--- src/include/busDecode_settings.svh ---
////////////////////////////////////////////////////////////
// Widths and fixed codes of the Zorro 2 bus decoder
// Included by the package, the decode blocks and the testbench
////////////////////////////////////////////////////////////

`ifndef BUSDECODE_SETTINGS_SVH
`define BUSDECODE_SETTINGS_SVH

// Decoded address bits 31 down to 12
`define ADDR_HI_W 20

// Address bits 23:16 of the fixed Z2 spaces
`define SPACE_CIA        8'hBF
`define SPACE_REGS       8'hDF
`define SPACE_RTC        8'hDC
`define SPACE_AUTOCONFIG 8'hE8

// Autoconfig register that takes the base, address bits 15:12
`define AC_REG_BASE 4'h4

// Address bits 27:20 inside the Prometheus window
`define PRO_CONF0 8'hFC
`define PRO_CONF1 8'hFD
`define PRO_IO    8'hFE

`endif

--- src/source/busDecodePkg.sv ---
////////////////////////////////////////////////////////////
// Shared types of the bus decoder
// Imported by every module of the design
////////////////////////////////////////////////////////////

`include "busDecode_settings.svh"

package busDecodePkg;

  // Address bits 31:12 as seen by the decoder
  typedef logic [`ADDR_HI_W-1:0] addrHigh_t;

  // 68040 transfer type and modifier
  typedef logic [1:0] transferType_t;
  typedef logic [2:0] transferMod_t;

  // Upper byte of the write data, D31:24
  typedef logic [7:0] busByte_t;

  // Base addresses learned through autoconfig
  typedef logic [6:0] ideBase_t;     // A23:17, 128 KB window
  typedef logic [7:0] bridgeBase_t;  // A23:16, 64 KB window
  typedef logic [3:0] proBase_t;     // A31:28, 256 MB window

  typedef logic [1:0] flashBank_t;

  // 0 config type 0, 1 config type 1, 2 memory, 3 I/O
  typedef logic [1:0] pciAccess_t;

  // Order in which the board functions answer autoconfig
  typedef enum logic [1:0] {cfgIde, cfgBridge, cfgPro, cfgDone} configState_t;

endpackage

--- src/source/busCapture.sv ---
////////////////////////////////////////////////////////////
// Latches one bus cycle's attributes on the start strobe
// and flags the cycle as open until the end strobe
////////////////////////////////////////////////////////////

`timescale 1ns/1ps

module busCapture import busDecodePkg::*; (
  input  logic          CLK40,
  input  logic          RESETn,
  input  logic          cycleStart,
  input  logic          cycleEnd,
  input  addrHigh_t     addr,
  input  transferType_t tt,
  input  transferMod_t  tm,
  input  logic          rnw,
  input  busByte_t      dataHigh,
  output addrHigh_t     capAddr,
  output transferType_t capTt,
  output transferMod_t  capTm,
  output logic          capRnw,
  output busByte_t      capData,
  output logic          cycleValid
);

  // Address phase attributes, held for the whole cycle
  always_ff @(posedge CLK40) begin
    if (cycleStart) begin
      capAddr <= addr;
      capTt   <= tt;
      capTm   <= tm;
      capRnw  <= rnw;
      capData <= dataHigh;
    end
  end

  // Open from the start edge up to the edge that sees cycleEnd
  always_ff @(posedge CLK40) begin
    if (!RESETn) begin
      cycleValid <= 1'b0;
    end else if (cycleStart) begin
      cycleValid <= 1'b1;
    end else if (cycleEnd) begin
      cycleValid <= 1'b0;
    end
  end

  // The bus never overlaps two cycles
  assert property (@(posedge CLK40) disable iff (!RESETn) cycleStart |-> !cycleValid)
    else $error("cycleStart while a bus cycle is still open");

endmodule

--- src/source/autoconfigBases.sv ---
////////////////////////////////////////////////////////////
// Autoconfig chain of the board, IDE then bridge then Prometheus
// Each base write in autoconfig space places one function
////////////////////////////////////////////////////////////

`timescale 1ns/1ps

`include "busDecode_settings.svh"

module autoconfigBases import busDecodePkg::*; (
  input  logic        CLK40,
  input  logic        RESETn,
  input  logic        cycleValid,
  input  logic        capRnw,
  input  addrHigh_t   capAddr,
  input  busByte_t    capData,
  input  logic        acWrite,
  output ideBase_t    ideBase,
  output bridgeBase_t bridgeBase,
  output proBase_t    proBase,
  output logic        configured
);

  configState_t state;
  logic         validQ;
  logic         firstEdge;
  logic         baseWrite;

  // Only the first edge of a cycle may step the chain
  always_ff @(posedge CLK40) begin
    if (!RESETn) begin
      validQ <= 1'b0;
    end else begin
      validQ <= cycleValid;
    end
  end

  assign firstEdge = cycleValid && !validQ;

  // Write to the base register, A15:12 == 4
  assign baseWrite = acWrite && !capRnw && firstEdge &&
                     capAddr[3:0] == `AC_REG_BASE;

  ////////////////////////////////////////////////////////////
  // Chain FSM
  ////////////////////////////////////////////////////////////

  always_ff @(posedge CLK40) begin
    if (!RESETn) begin
      state      <= cfgIde;
      ideBase    <= '0;
      bridgeBase <= '0;
      proBase    <= '0;
    end else if (baseWrite) begin
      case (state)
        cfgIde: begin
          // 128 KB board, D31:25
          ideBase <= capData[7:1];
          state   <= cfgBridge;
        end
        cfgBridge: begin
          // 64 KB board, whole byte
          bridgeBase <= capData;
          state      <= cfgPro;
        end
        cfgPro: begin
          // Z3 board, D31:28 only
          proBase <= capData[7:4];
          state   <= cfgDone;
        end
        default: state <= cfgDone;
      endcase
    end
  end

  assign configured = state == cfgDone;

  // Only a reset restarts the chain
  assert property (@(posedge CLK40) disable iff (!RESETn)
                   state == cfgDone |=> state == cfgDone)
    else $error("autoconfig chain left cfgDone without reset");

endmodule

--- src/source/addressDecode.sv ---
////////////////////////////////////////////////////////////
// Space decode of the captured cycle against the fixed Z2 map
// and the autoconfig bases, plus the sticky ATA enable
////////////////////////////////////////////////////////////

`timescale 1ns/1ps

`include "busDecode_settings.svh"

module addressDecode import busDecodePkg::*; (
  input  logic          CLK40,
  input  logic          RESETn,
  input  logic          ovl,
  input  logic          cycleValid,
  input  logic          capRnw,
  input  logic          configured,
  input  addrHigh_t     capAddr,
  input  transferType_t capTt,
  input  transferMod_t  capTm,
  input  ideBase_t      ideBase,
  input  bridgeBase_t   bridgeBase,
  input  proBase_t      proBase,
  output logic          romSel,
  output logic          ciaSel,
  output logic          ramSel,
  output logic          regSel,
  output logic          rtcSel,
  output logic          autoconfigSel,
  output logic          autovectorSel,
  output logic          ataSel,
  output logic          ataEnable,
  output logic          ataPri0,
  output logic          ataPri1,
  output logic          ataSec0,
  output logic          ataSec1,
  output logic          bridgeRegSel,
  output logic          bridgeProSel,
  output logic          flashSel,
  output flashBank_t    flashBank,
  output pciAccess_t    pciAccess
);

  // capAddr[n] is address bit n+12
  logic [7:0] spaceByte;
  logic [4:0] zone;
  logic       z2;
  logic       cs0;
  logic       cs1;
  logic       altSpace;
  logic       conf0;
  logic       conf1;
  logic       proConf0;
  logic       proConf1;
  logic       proIo;

  assign spaceByte = capAddr[11:4];  // A23:16
  assign zone      = capAddr[11:7];  // A23:19, 512 KB blocks

  // Lower 16 MB only
  assign z2 = cycleValid && capAddr[19:12] == 8'h00;

  ////////////////////////////////////////////////////////////
  // Fixed Z2 spaces
  ////////////////////////////////////////////////////////////

  // Reset vector in low ROM while overlaid, F8-FF always
  assign romSel = z2 && ((zone == 5'b00000 && ovl) || zone == 5'b11111);

  // Chip RAM 00-1F once overlay is off
  assign ramSel = z2 && !ovl && capAddr[11:9] == 3'b000;

  assign ciaSel        = z2 && spaceByte == `SPACE_CIA;
  assign regSel        = z2 && spaceByte == `SPACE_REGS;
  assign rtcSel        = z2 && spaceByte == `SPACE_RTC;
  assign autoconfigSel = z2 && spaceByte == `SPACE_AUTOCONFIG;

  // Interrupt acknowledge, always autovectored
  assign autovectorSel = cycleValid && capTt == 2'b11 && capAddr[19:4] == 16'hFFFF;

  ////////////////////////////////////////////////////////////
  // ATA
  ////////////////////////////////////////////////////////////

  assign ataSel = z2 && configured && capAddr[11:5] == ideBase;

  // Register blocks at A16:12 offsets 1 and 2, A14 picks the drive pair
  assign cs0 = !capAddr[4] && !capAddr[3] && !capAddr[1] && capAddr[0];
  assign cs1 = !capAddr[4] && !capAddr[3] && capAddr[1] && !capAddr[0];

  assign ataPri0 = ataSel && !capAddr[2] && cs0;
  assign ataPri1 = ataSel && capAddr[2] && cs0;
  assign ataSec0 = ataSel && !capAddr[2] && cs1;
  assign ataSec1 = ataSel && capAddr[2] && cs1;

  // Board boots from its own ROM until the first ATA write
  always_ff @(posedge CLK40) begin
    if (!RESETn) begin
      ataEnable <= 1'b0;
    end else if (ataSel && !capRnw) begin
      ataEnable <= 1'b1;
    end
  end

  ////////////////////////////////////////////////////////////
  // PCI bridge windows
  ////////////////////////////////////////////////////////////

  assign bridgeRegSel = z2 && configured && spaceByte == bridgeBase;
  assign bridgeProSel = cycleValid && configured && capAddr[19:16] == proBase;

  // Alternate space cycles carry the config type in TM
  assign altSpace = capTt == 2'b10;
  assign conf0    = altSpace && capTm == 3'd0;
  assign conf1    = altSpace && capTm == 3'd3;

  // Top megabytes of the Prometheus window, A27:20
  assign proConf0 = bridgeProSel && capAddr[15:8] == `PRO_CONF0;
  assign proConf1 = bridgeProSel && capAddr[15:8] == `PRO_CONF1;
  assign proIo    = bridgeProSel && capAddr[15:8] == `PRO_IO;

  // 0 config 0, 1 config 1, 2 memory, 3 I/O
  always_comb begin
    if (proIo) begin
      pciAccess = 2'd3;
    end else if (proConf0 || conf0) begin
      pciAccess = 2'd0;
    end else if (proConf1 || conf1) begin
      pciAccess = 2'd1;
    end else begin
      pciAccess = 2'd2;
    end
  end

  ////////////////////////////////////////////////////////////
  // Flash, four 512 KB banks
  ////////////////////////////////////////////////////////////

  // A8-AF, B0-B7, E0-E7, F0-F7
  assign flashSel = z2 && (zone == 5'b10101 || zone == 5'b10110 ||
                           zone == 5'b11100 || zone == 5'b11110);

  // Bank from A22 and A20
  assign flashBank = {capAddr[10], capAddr[8]};

endmodule

--- src/source/selectOutput.sv ---
////////////////////////////////////////////////////////////
// Registers the decoded selects once per cycle and holds them
// until the cycle closes, then forms the board's select pins
////////////////////////////////////////////////////////////

`timescale 1ns/1ps

module selectOutput import busDecodePkg::*; (
  input  logic       CLK40,
  input  logic       RESETn,
  input  logic       cycleValid,
  input  logic       ciaEnable,
  input  addrHigh_t  capAddr,
  input  logic       romSel,
  input  logic       ciaSel,
  input  logic       ramSel,
  input  logic       regSel,
  input  logic       rtcSel,
  input  logic       autoconfigSel,
  input  logic       autovectorSel,
  input  logic       ataSel,
  input  logic       ataEnable,
  input  logic       ataPri0,
  input  logic       ataPri1,
  input  logic       ataSec0,
  input  logic       ataSec1,
  input  logic       bridgeRegSel,
  input  logic       bridgeProSel,
  input  logic       flashSel,
  input  flashBank_t flashBank,
  input  pciAccess_t pciAccess,
  output logic       romSpace,
  output logic       ciaSpace,
  output logic       ciaCs0n,
  output logic       ciaCs1n,
  output logic       ramSpacen,
  output logic       regSpacen,
  output logic       agnusSpace,
  output logic       rtcSpace,
  output logic       autoconfigSpace,
  output logic       autovector,
  output logic       ataSpace,
  output logic       ataEnn,
  output logic       pcs0,
  output logic       pcs1,
  output logic       scs0,
  output logic       scs1,
  output logic       bregEnn,
  output logic       bproEnn,
  output logic       pciSpace,
  output logic       flashSpace,
  output flashBank_t flashBankOut,
  output pciAccess_t pciAccessOut
);

  logic validQ;
  logic ramQ;
  logic regQ;
  logic bregQ;
  logic bproQ;

  // Load on the first edge after capture, hold, clear when the cycle closes
  always_ff @(posedge CLK40) begin
    if (!RESETn || !cycleValid) begin
      validQ          <= 1'b0;
      romSpace        <= 1'b0;
      ciaSpace        <= 1'b0;
      ramQ            <= 1'b0;
      regQ            <= 1'b0;
      rtcSpace        <= 1'b0;
      autoconfigSpace <= 1'b0;
      autovector      <= 1'b0;
      ataSpace        <= 1'b0;
      pcs0            <= 1'b0;
      pcs1            <= 1'b0;
      scs0            <= 1'b0;
      scs1            <= 1'b0;
      bregQ           <= 1'b0;
      bproQ           <= 1'b0;
      flashSpace      <= 1'b0;
      flashBankOut    <= '0;
      pciAccessOut    <= '0;
    end else if (!validQ) begin
      validQ          <= 1'b1;
      romSpace        <= romSel;
      ciaSpace        <= ciaSel;
      ramQ            <= ramSel;
      regQ            <= regSel;
      rtcSpace        <= rtcSel;
      autoconfigSpace <= autoconfigSel;
      autovector      <= autovectorSel;
      ataSpace        <= ataSel;
      pcs0            <= ataPri0;
      pcs1            <= ataPri1;
      scs0            <= ataSec0;
      scs1            <= ataSec1;
      bregQ           <= bridgeRegSel;
      bproQ           <= bridgeProSel;
      flashSpace      <= flashSel;
      flashBankOut    <= flashBank;
      pciAccessOut    <= pciAccess;
    end
  end

  // Agnus owns chip RAM and the chipset registers
  assign ramSpacen  = !ramQ;
  assign regSpacen  = !regQ;
  assign agnusSpace = ramQ || regQ;

  assign bregEnn  = !bregQ;
  assign bproEnn  = !bproQ;
  assign pciSpace = bregQ || bproQ;

  // IDE ROM answers until the latch flips
  assign ataEnn = !(ataSpace && ataEnable);

  // CIA A on A12 low, CIA B on A13 low, paced by the E clock enable
  assign ciaCs0n = !(ciaSpace && ciaEnable && !capAddr[0]);
  assign ciaCs1n = !(ciaSpace && ciaEnable && !capAddr[1]);

  // Fixed Z2 spaces never overlap
  assert property (@(posedge CLK40) disable iff (!RESETn)
                   $onehot0({romSpace, ciaSpace, ramQ, regQ, rtcSpace,
                             autoconfigSpace, flashSpace}))
    else $error("more than one primary Z2 space selected");

endmodule

--- src/source/busDecodeTop.sv ---
////////////////////////////////////////////////////////////
// Bus decoder of the accelerator board
// Capture, autoconfig chain, space decode and select registers
////////////////////////////////////////////////////////////

`timescale 1ns/1ps

module busDecodeTop import busDecodePkg::*; (
  input  logic          CLK40,
  input  logic          RESETn,
  input  logic          cycleStart,
  input  addrHigh_t     addr,
  input  transferType_t tt,
  input  transferMod_t  tm,
  input  logic          rnw,
  input  busByte_t      dataHigh,
  input  logic          cycleEnd,
  input  logic          ovl,
  input  logic          ciaEnable,
  output logic          romSpace,
  output logic          ciaSpace,
  output logic          ciaCs0n,
  output logic          ciaCs1n,
  output logic          ramSpacen,
  output logic          regSpacen,
  output logic          agnusSpace,
  output logic          rtcSpace,
  output logic          autoconfigSpace,
  output logic          autovector,
  output logic          ataSpace,
  output logic          ataEnn,
  output logic          pcs0,
  output logic          pcs1,
  output logic          scs0,
  output logic          scs1,
  output logic          bregEnn,
  output logic          bproEnn,
  output logic          pciSpace,
  output logic          flashSpace,
  output flashBank_t    flashBankOut,
  output pciAccess_t    pciAccessOut
);

  // Captured cycle
  addrHigh_t     capAddr;
  transferType_t capTt;
  transferMod_t  capTm;
  logic          capRnw;
  busByte_t      capData;
  logic          cycleValid;

  // Autoconfig results
  ideBase_t    ideBase;
  bridgeBase_t bridgeBase;
  proBase_t    proBase;
  logic        configured;

  // Raw selects
  logic       romSel;
  logic       ciaSel;
  logic       ramSel;
  logic       regSel;
  logic       rtcSel;
  logic       autoconfigSel;
  logic       autovectorSel;
  logic       ataSel;
  logic       ataEnable;
  logic       ataPri0;
  logic       ataPri1;
  logic       ataSec0;
  logic       ataSec1;
  logic       bridgeRegSel;
  logic       bridgeProSel;
  logic       flashSel;
  flashBank_t flashBank;
  pciAccess_t pciAccess;

  busCapture capture (
    .CLK40      (CLK40),
    .RESETn     (RESETn),
    .cycleStart (cycleStart),
    .cycleEnd   (cycleEnd),
    .addr       (addr),
    .tt         (tt),
    .tm         (tm),
    .rnw        (rnw),
    .dataHigh   (dataHigh),
    .capAddr    (capAddr),
    .capTt      (capTt),
    .capTm      (capTm),
    .capRnw     (capRnw),
    .capData    (capData),
    .cycleValid (cycleValid)
  );

  // Base writes come from the raw autoconfig select
  autoconfigBases autoconfig (
    .CLK40      (CLK40),
    .RESETn     (RESETn),
    .cycleValid (cycleValid),
    .capRnw     (capRnw),
    .capAddr    (capAddr),
    .capData    (capData),
    .acWrite    (autoconfigSel),
    .ideBase    (ideBase),
    .bridgeBase (bridgeBase),
    .proBase    (proBase),
    .configured (configured)
  );

  addressDecode decode (
    .CLK40         (CLK40),
    .RESETn        (RESETn),
    .ovl           (ovl),
    .cycleValid    (cycleValid),
    .capRnw        (capRnw),
    .configured    (configured),
    .capAddr       (capAddr),
    .capTt         (capTt),
    .capTm         (capTm),
    .ideBase       (ideBase),
    .bridgeBase    (bridgeBase),
    .proBase       (proBase),
    .romSel        (romSel),
    .ciaSel        (ciaSel),
    .ramSel        (ramSel),
    .regSel        (regSel),
    .rtcSel        (rtcSel),
    .autoconfigSel (autoconfigSel),
    .autovectorSel (autovectorSel),
    .ataSel        (ataSel),
    .ataEnable     (ataEnable),
    .ataPri0       (ataPri0),
    .ataPri1       (ataPri1),
    .ataSec0       (ataSec0),
    .ataSec1       (ataSec1),
    .bridgeRegSel  (bridgeRegSel),
    .bridgeProSel  (bridgeProSel),
    .flashSel      (flashSel),
    .flashBank     (flashBank),
    .pciAccess     (pciAccess)
  );

  selectOutput outputs (
    .CLK40           (CLK40),
    .RESETn          (RESETn),
    .cycleValid      (cycleValid),
    .ciaEnable       (ciaEnable),
    .capAddr         (capAddr),
    .romSel          (romSel),
    .ciaSel          (ciaSel),
    .ramSel          (ramSel),
    .regSel          (regSel),
    .rtcSel          (rtcSel),
    .autoconfigSel   (autoconfigSel),
    .autovectorSel   (autovectorSel),
    .ataSel          (ataSel),
    .ataEnable       (ataEnable),
    .ataPri0         (ataPri0),
    .ataPri1         (ataPri1),
    .ataSec0         (ataSec0),
    .ataSec1         (ataSec1),
    .bridgeRegSel    (bridgeRegSel),
    .bridgeProSel    (bridgeProSel),
    .flashSel        (flashSel),
    .flashBank       (flashBank),
    .pciAccess       (pciAccess),
    .romSpace        (romSpace),
    .ciaSpace        (ciaSpace),
    .ciaCs0n         (ciaCs0n),
    .ciaCs1n         (ciaCs1n),
    .ramSpacen       (ramSpacen),
    .regSpacen       (regSpacen),
    .agnusSpace      (agnusSpace),
    .rtcSpace        (rtcSpace),
    .autoconfigSpace (autoconfigSpace),
    .autovector      (autovector),
    .ataSpace        (ataSpace),
    .ataEnn          (ataEnn),
    .pcs0            (pcs0),
    .pcs1            (pcs1),
    .scs0            (scs0),
    .scs1            (scs1),
    .bregEnn         (bregEnn),
    .bproEnn         (bproEnn),
    .pciSpace        (pciSpace),
    .flashSpace      (flashSpace),
    .flashBankOut    (flashBankOut),
    .pciAccessOut    (pciAccessOut)
  );

endmodule

--- config.mk ---
export PLATFORM = sky130hd
export DESIGN_NAME = busDecodeTop
export DESIGN_NICKNAME = d
export VERILOG_FILES = /design/src/source/busDecodePkg.sv /design/src/source/busCapture.sv /design/src/source/autoconfigBases.sv /design/src/source/addressDecode.sv /design/src/source/selectOutput.sv /design/src/source/busDecodeTop.sv
export VERILOG_INCLUDE_DIRS = /design/src /design/src/include
export SDC_FILE = /design/constraint.sdc
export NUM_CORES = 1
export LEC_CHECK = 0
export CAP_MARGIN = 20
export CORE_ASPECT_RATIO = 0.7
export CORE_MARGIN = 2
export CORE_UTILIZATION = 60
export DETAILED_ROUTE_END_ITERATION = 16
export DONT_BUFFER_PORTS = 1
export GPL_ROUTABILITY_DRIVEN = 1
export GPL_TIMING_DRIVEN = 0
export PLACE_DENSITY = 0.76
export SLEW_MARGIN = 15
export SYNTH_ARGS = -nofsm -noshare
export SYNTH_HDL_FRONTEND = slang
export SYNTH_SLANG_ARGS = --single-unit
--- constraint.sdc ---
create_clock -name CLK40 -period 7.4 [get_ports CLK40]
set_clock_uncertainty 0.15 [all_clocks]
set_input_delay 1.85 -clock CLK40 [delete_from_list [all_inputs] [get_ports CLK40]]
set_output_delay 1.85 -clock CLK40 [all_outputs]
set_load 0.02 [all_outputs]
==> impl_metrics.ini <==
[status]
status = completed

[drt]
antenna_left = 0
drt_iter0_drc = 142
dr.pass1.iters = 4
drc = 0
wire_per_inst_um = 17.4
via_per_inst = 5.86
vias = 2279
drt_wl_total_um = 6770

[grt]
grt_usage_pct = 23.5
grt_pass1_wl_um = 10700
grt_antenna_before_repair = 0
grt_start_max_net_pins = 36
grt_pass1_vias = 2229
overflow = 0

[logic_synthesis]
synth-seq-cells = 78
yosysWarnings = 0
syn_area_per_cell_um2 = 10.9
synth_area_leaders = edfxtp_1 31%, dfxtp_1 27%, mux2i_1 6.7%
synth_most_common_cell = nand2_1
synth_cells = 299
synth_commonest_cells = 48 x nand2_1, 44 x dfxtp_1, 34 x edfxtp_1
netlist.area_leader.share_pct = 31.2
synth.distinct_cells = 45
synth-edff-count = 34
synth_async_sr_flop_share_pct = 0
synth_ff_type = dfxtp_1
netlist_area_um2 = 3270
synth_top_area_cell = edfxtp_1
ys_seq_area_share_pct = 58.1
syn_nets = 339

[timing]
finalSetupTns_ns = 0
setup_slack_ns = 3.36
post-route-min-period_ns = 4.04
period_share_pct = 54.6
setup_viol = 0
fmax_ghz = 0.247
hold_viol_final = 0
worst-slew-pin-transition_ns = 0.650
rsz0062_at_grt = false
relSlewSlack_pct = 56.3
drv_slew = 0

[floorplan]
num_rows = 22
die_x_um = 92.2
die_h_um = 65.8
core_um2 = 5260
start_util_pct = 62.2
io_pins = 64
fp.dieArea_um2 = 6070

[worst_setup_path]
crit_type = in -> out
worst-path-buf-inv = 0
critical-path-max-stage-delay_ns = 0.19
worstPathArrival_ns = 2.04
cp_data_required_time_ns = 5.40
cp_slowest_cell = nand3b_1
path_depth = 1
critical_path.endpoint_type = output port
crit_chain = nand3b_1
worstPathMaxFanout = 2
worstSetupStartpointType = input pin
reg2reg_depth = 5
cp_top_family = simple AND/OR/NAND/NOR gates

[cts]
clockBufferDepth = 2
clock_latency_ns = 0.36
clock-sinks = 78
path_clk_slew_ns = 0.08
postCtsSetupBuffers = 0
root_buffer = clkbuf_8
numCtsBuffers = 9
hold_buffers = 0
htreeDepth = 3
cts_tree = done
post_cts_resized = 0

[power]
power.internal_mw = 0.708
peakVddDrop_v = 0.000160
p_leak_nw = 1.27
p_switching_mw = 0.199
pwr-share-clk_pct = 42.3
p_total_mw = 0.907
p_per_area_nw_per_um2 = 251
swShare_pct = 21.9
seq_power_share_pct = 52.9
p_comb_share_pct = 4.8

[worst_hold_path]
hold_depth = 2
hold_class = reg -> reg

[run]
drv_cap = 0

[final_layout]
nets = 352
syn_to_final_growth_pct = 10.5
nFillCells = 400
antenna_cells = 0
final_cells = 389
drive_gt1_share_pct = 8.20

[place]
dp_slack_ns = 3.36
placedCellCount = 371
gp_congestion = 0.842
portBuffers = 0
hpwlAfterDp_um = 4750
## worst paths after layout
path,to,slack [ns],startpoint
max,ciaCs0n,3.36,ciaEnable
min,autoconfig.bridgeBase[0],0.33,autoconfig.bridgeBase[0]
max reg2reg,autoconfig.proBase[3],4.73,capture.capAddr[16]
min reg2reg,autoconfig.bridgeBase[0],0.33,autoconfig.bridgeBase[0]
## metrics by stage
step / utilization [%] / hold slack, ns / area (um2)
after floorplan: - / 0.296 / 3270
after detailed placement: 63.9 / 0.311 / 3360
after CTS: 68.6 / 0.324 / 3600
final: 68.8 / 0.325 / 3610
after global routing: 68.8 / 0.342 / 3610
after global placement: 63.9 / 0.305 / 3360
## worst register-to-register path, stage by stage, from the launching register on
cell,delay (ns)
edfxtp_1,0.44
or4_4,0.60
or4_4,0.55
and4bb_2,0.31
clkbuf_1,0.25
mux2i_1,0.28
## cells in the final DEF, fill, tap and decap left out, drive strengths merged, types with 3 or more instances in the layout
master and n:
xor2 17, clkbuf 24, o21ai 3, nor2 10, edfxtp 34, mux2i 22, nand4 9, xnor2 3
inv 12, nand3b 4, dfxtp 44, nand2 48, a21oi 8, or3 3, buf 3, nor3 11
nor4 6, a22oi 4, nor2b 3, nor4b 4, nand2b 4, or4 6, bufinv 3, nand3 6
## cell families after synthesis
group / count (synthesis) / share of synthesized area [%]
and+or+nand+nor: 127 / 21.1
muxes: 22 / 6.73
AOI/OAI and AO/OA: 26 / 5.39
buffers and inverters: 26 / 3.25
xor gates and xnor gates: 20 / 5.36
DFF: 78 / 58.1
## per-layer routing
layer	track usage, %	up-vias	wire length [um]	share of wire [%]
met5	0	-	0	0
met4	9.14	0	43	0.64
met3	7.53	6	567	8.4
met2	36.5	87	3100	46
met1	31.0	1086	3060	45
li1	-	1100	-	-
## cell type report
type	count	area (um2)	share of cell area [%]
plain buffers	16	68.8	1.90
inverters	10	37.5	1.04
well taps	72	90.1	2.49
clock inverters	7	120	3.32
flip-flops and latches	78	1900	52.6
clock buffers	9	124	3.43
multi-input cells	195	1260	34.9
repair buffers	2	10.0	0.277
## registers in the layout, indices dropped and copies added, names as in the netlist, 2 cells and up
| signal | cells |
|---|---|
| outputs.pciAccessOut | 2 |
| outputs.flashBankOut | 2 |
| capture.capAddr | 20 |
| capture.capTt | 2 |
| autoconfig.proBase | 4 |
| autoconfig.ideBase | 7 |
| capture.capTm | 3 |
| autoconfig.state | 2 |
| capture.capData | 8 |
| autoconfig.bridgeBase | 8 |
## power by group through the flow
stage / Combinational [mW] / Clock (mW) / Sequential (mW)
after CTS: 0.0427 / 0.388 / 0.479
after detailed placement: 0.0425 / 0 / 0.489
after global routing: 0.0481 / 0.402 / 0.482
after global placement: 0.0415 / 0 / 0.489
final: 0.0435 / 0.384 / 0.480
after floorplan: 0.0323 / 0 / 0.486
(Power assumes the default switching activity.)
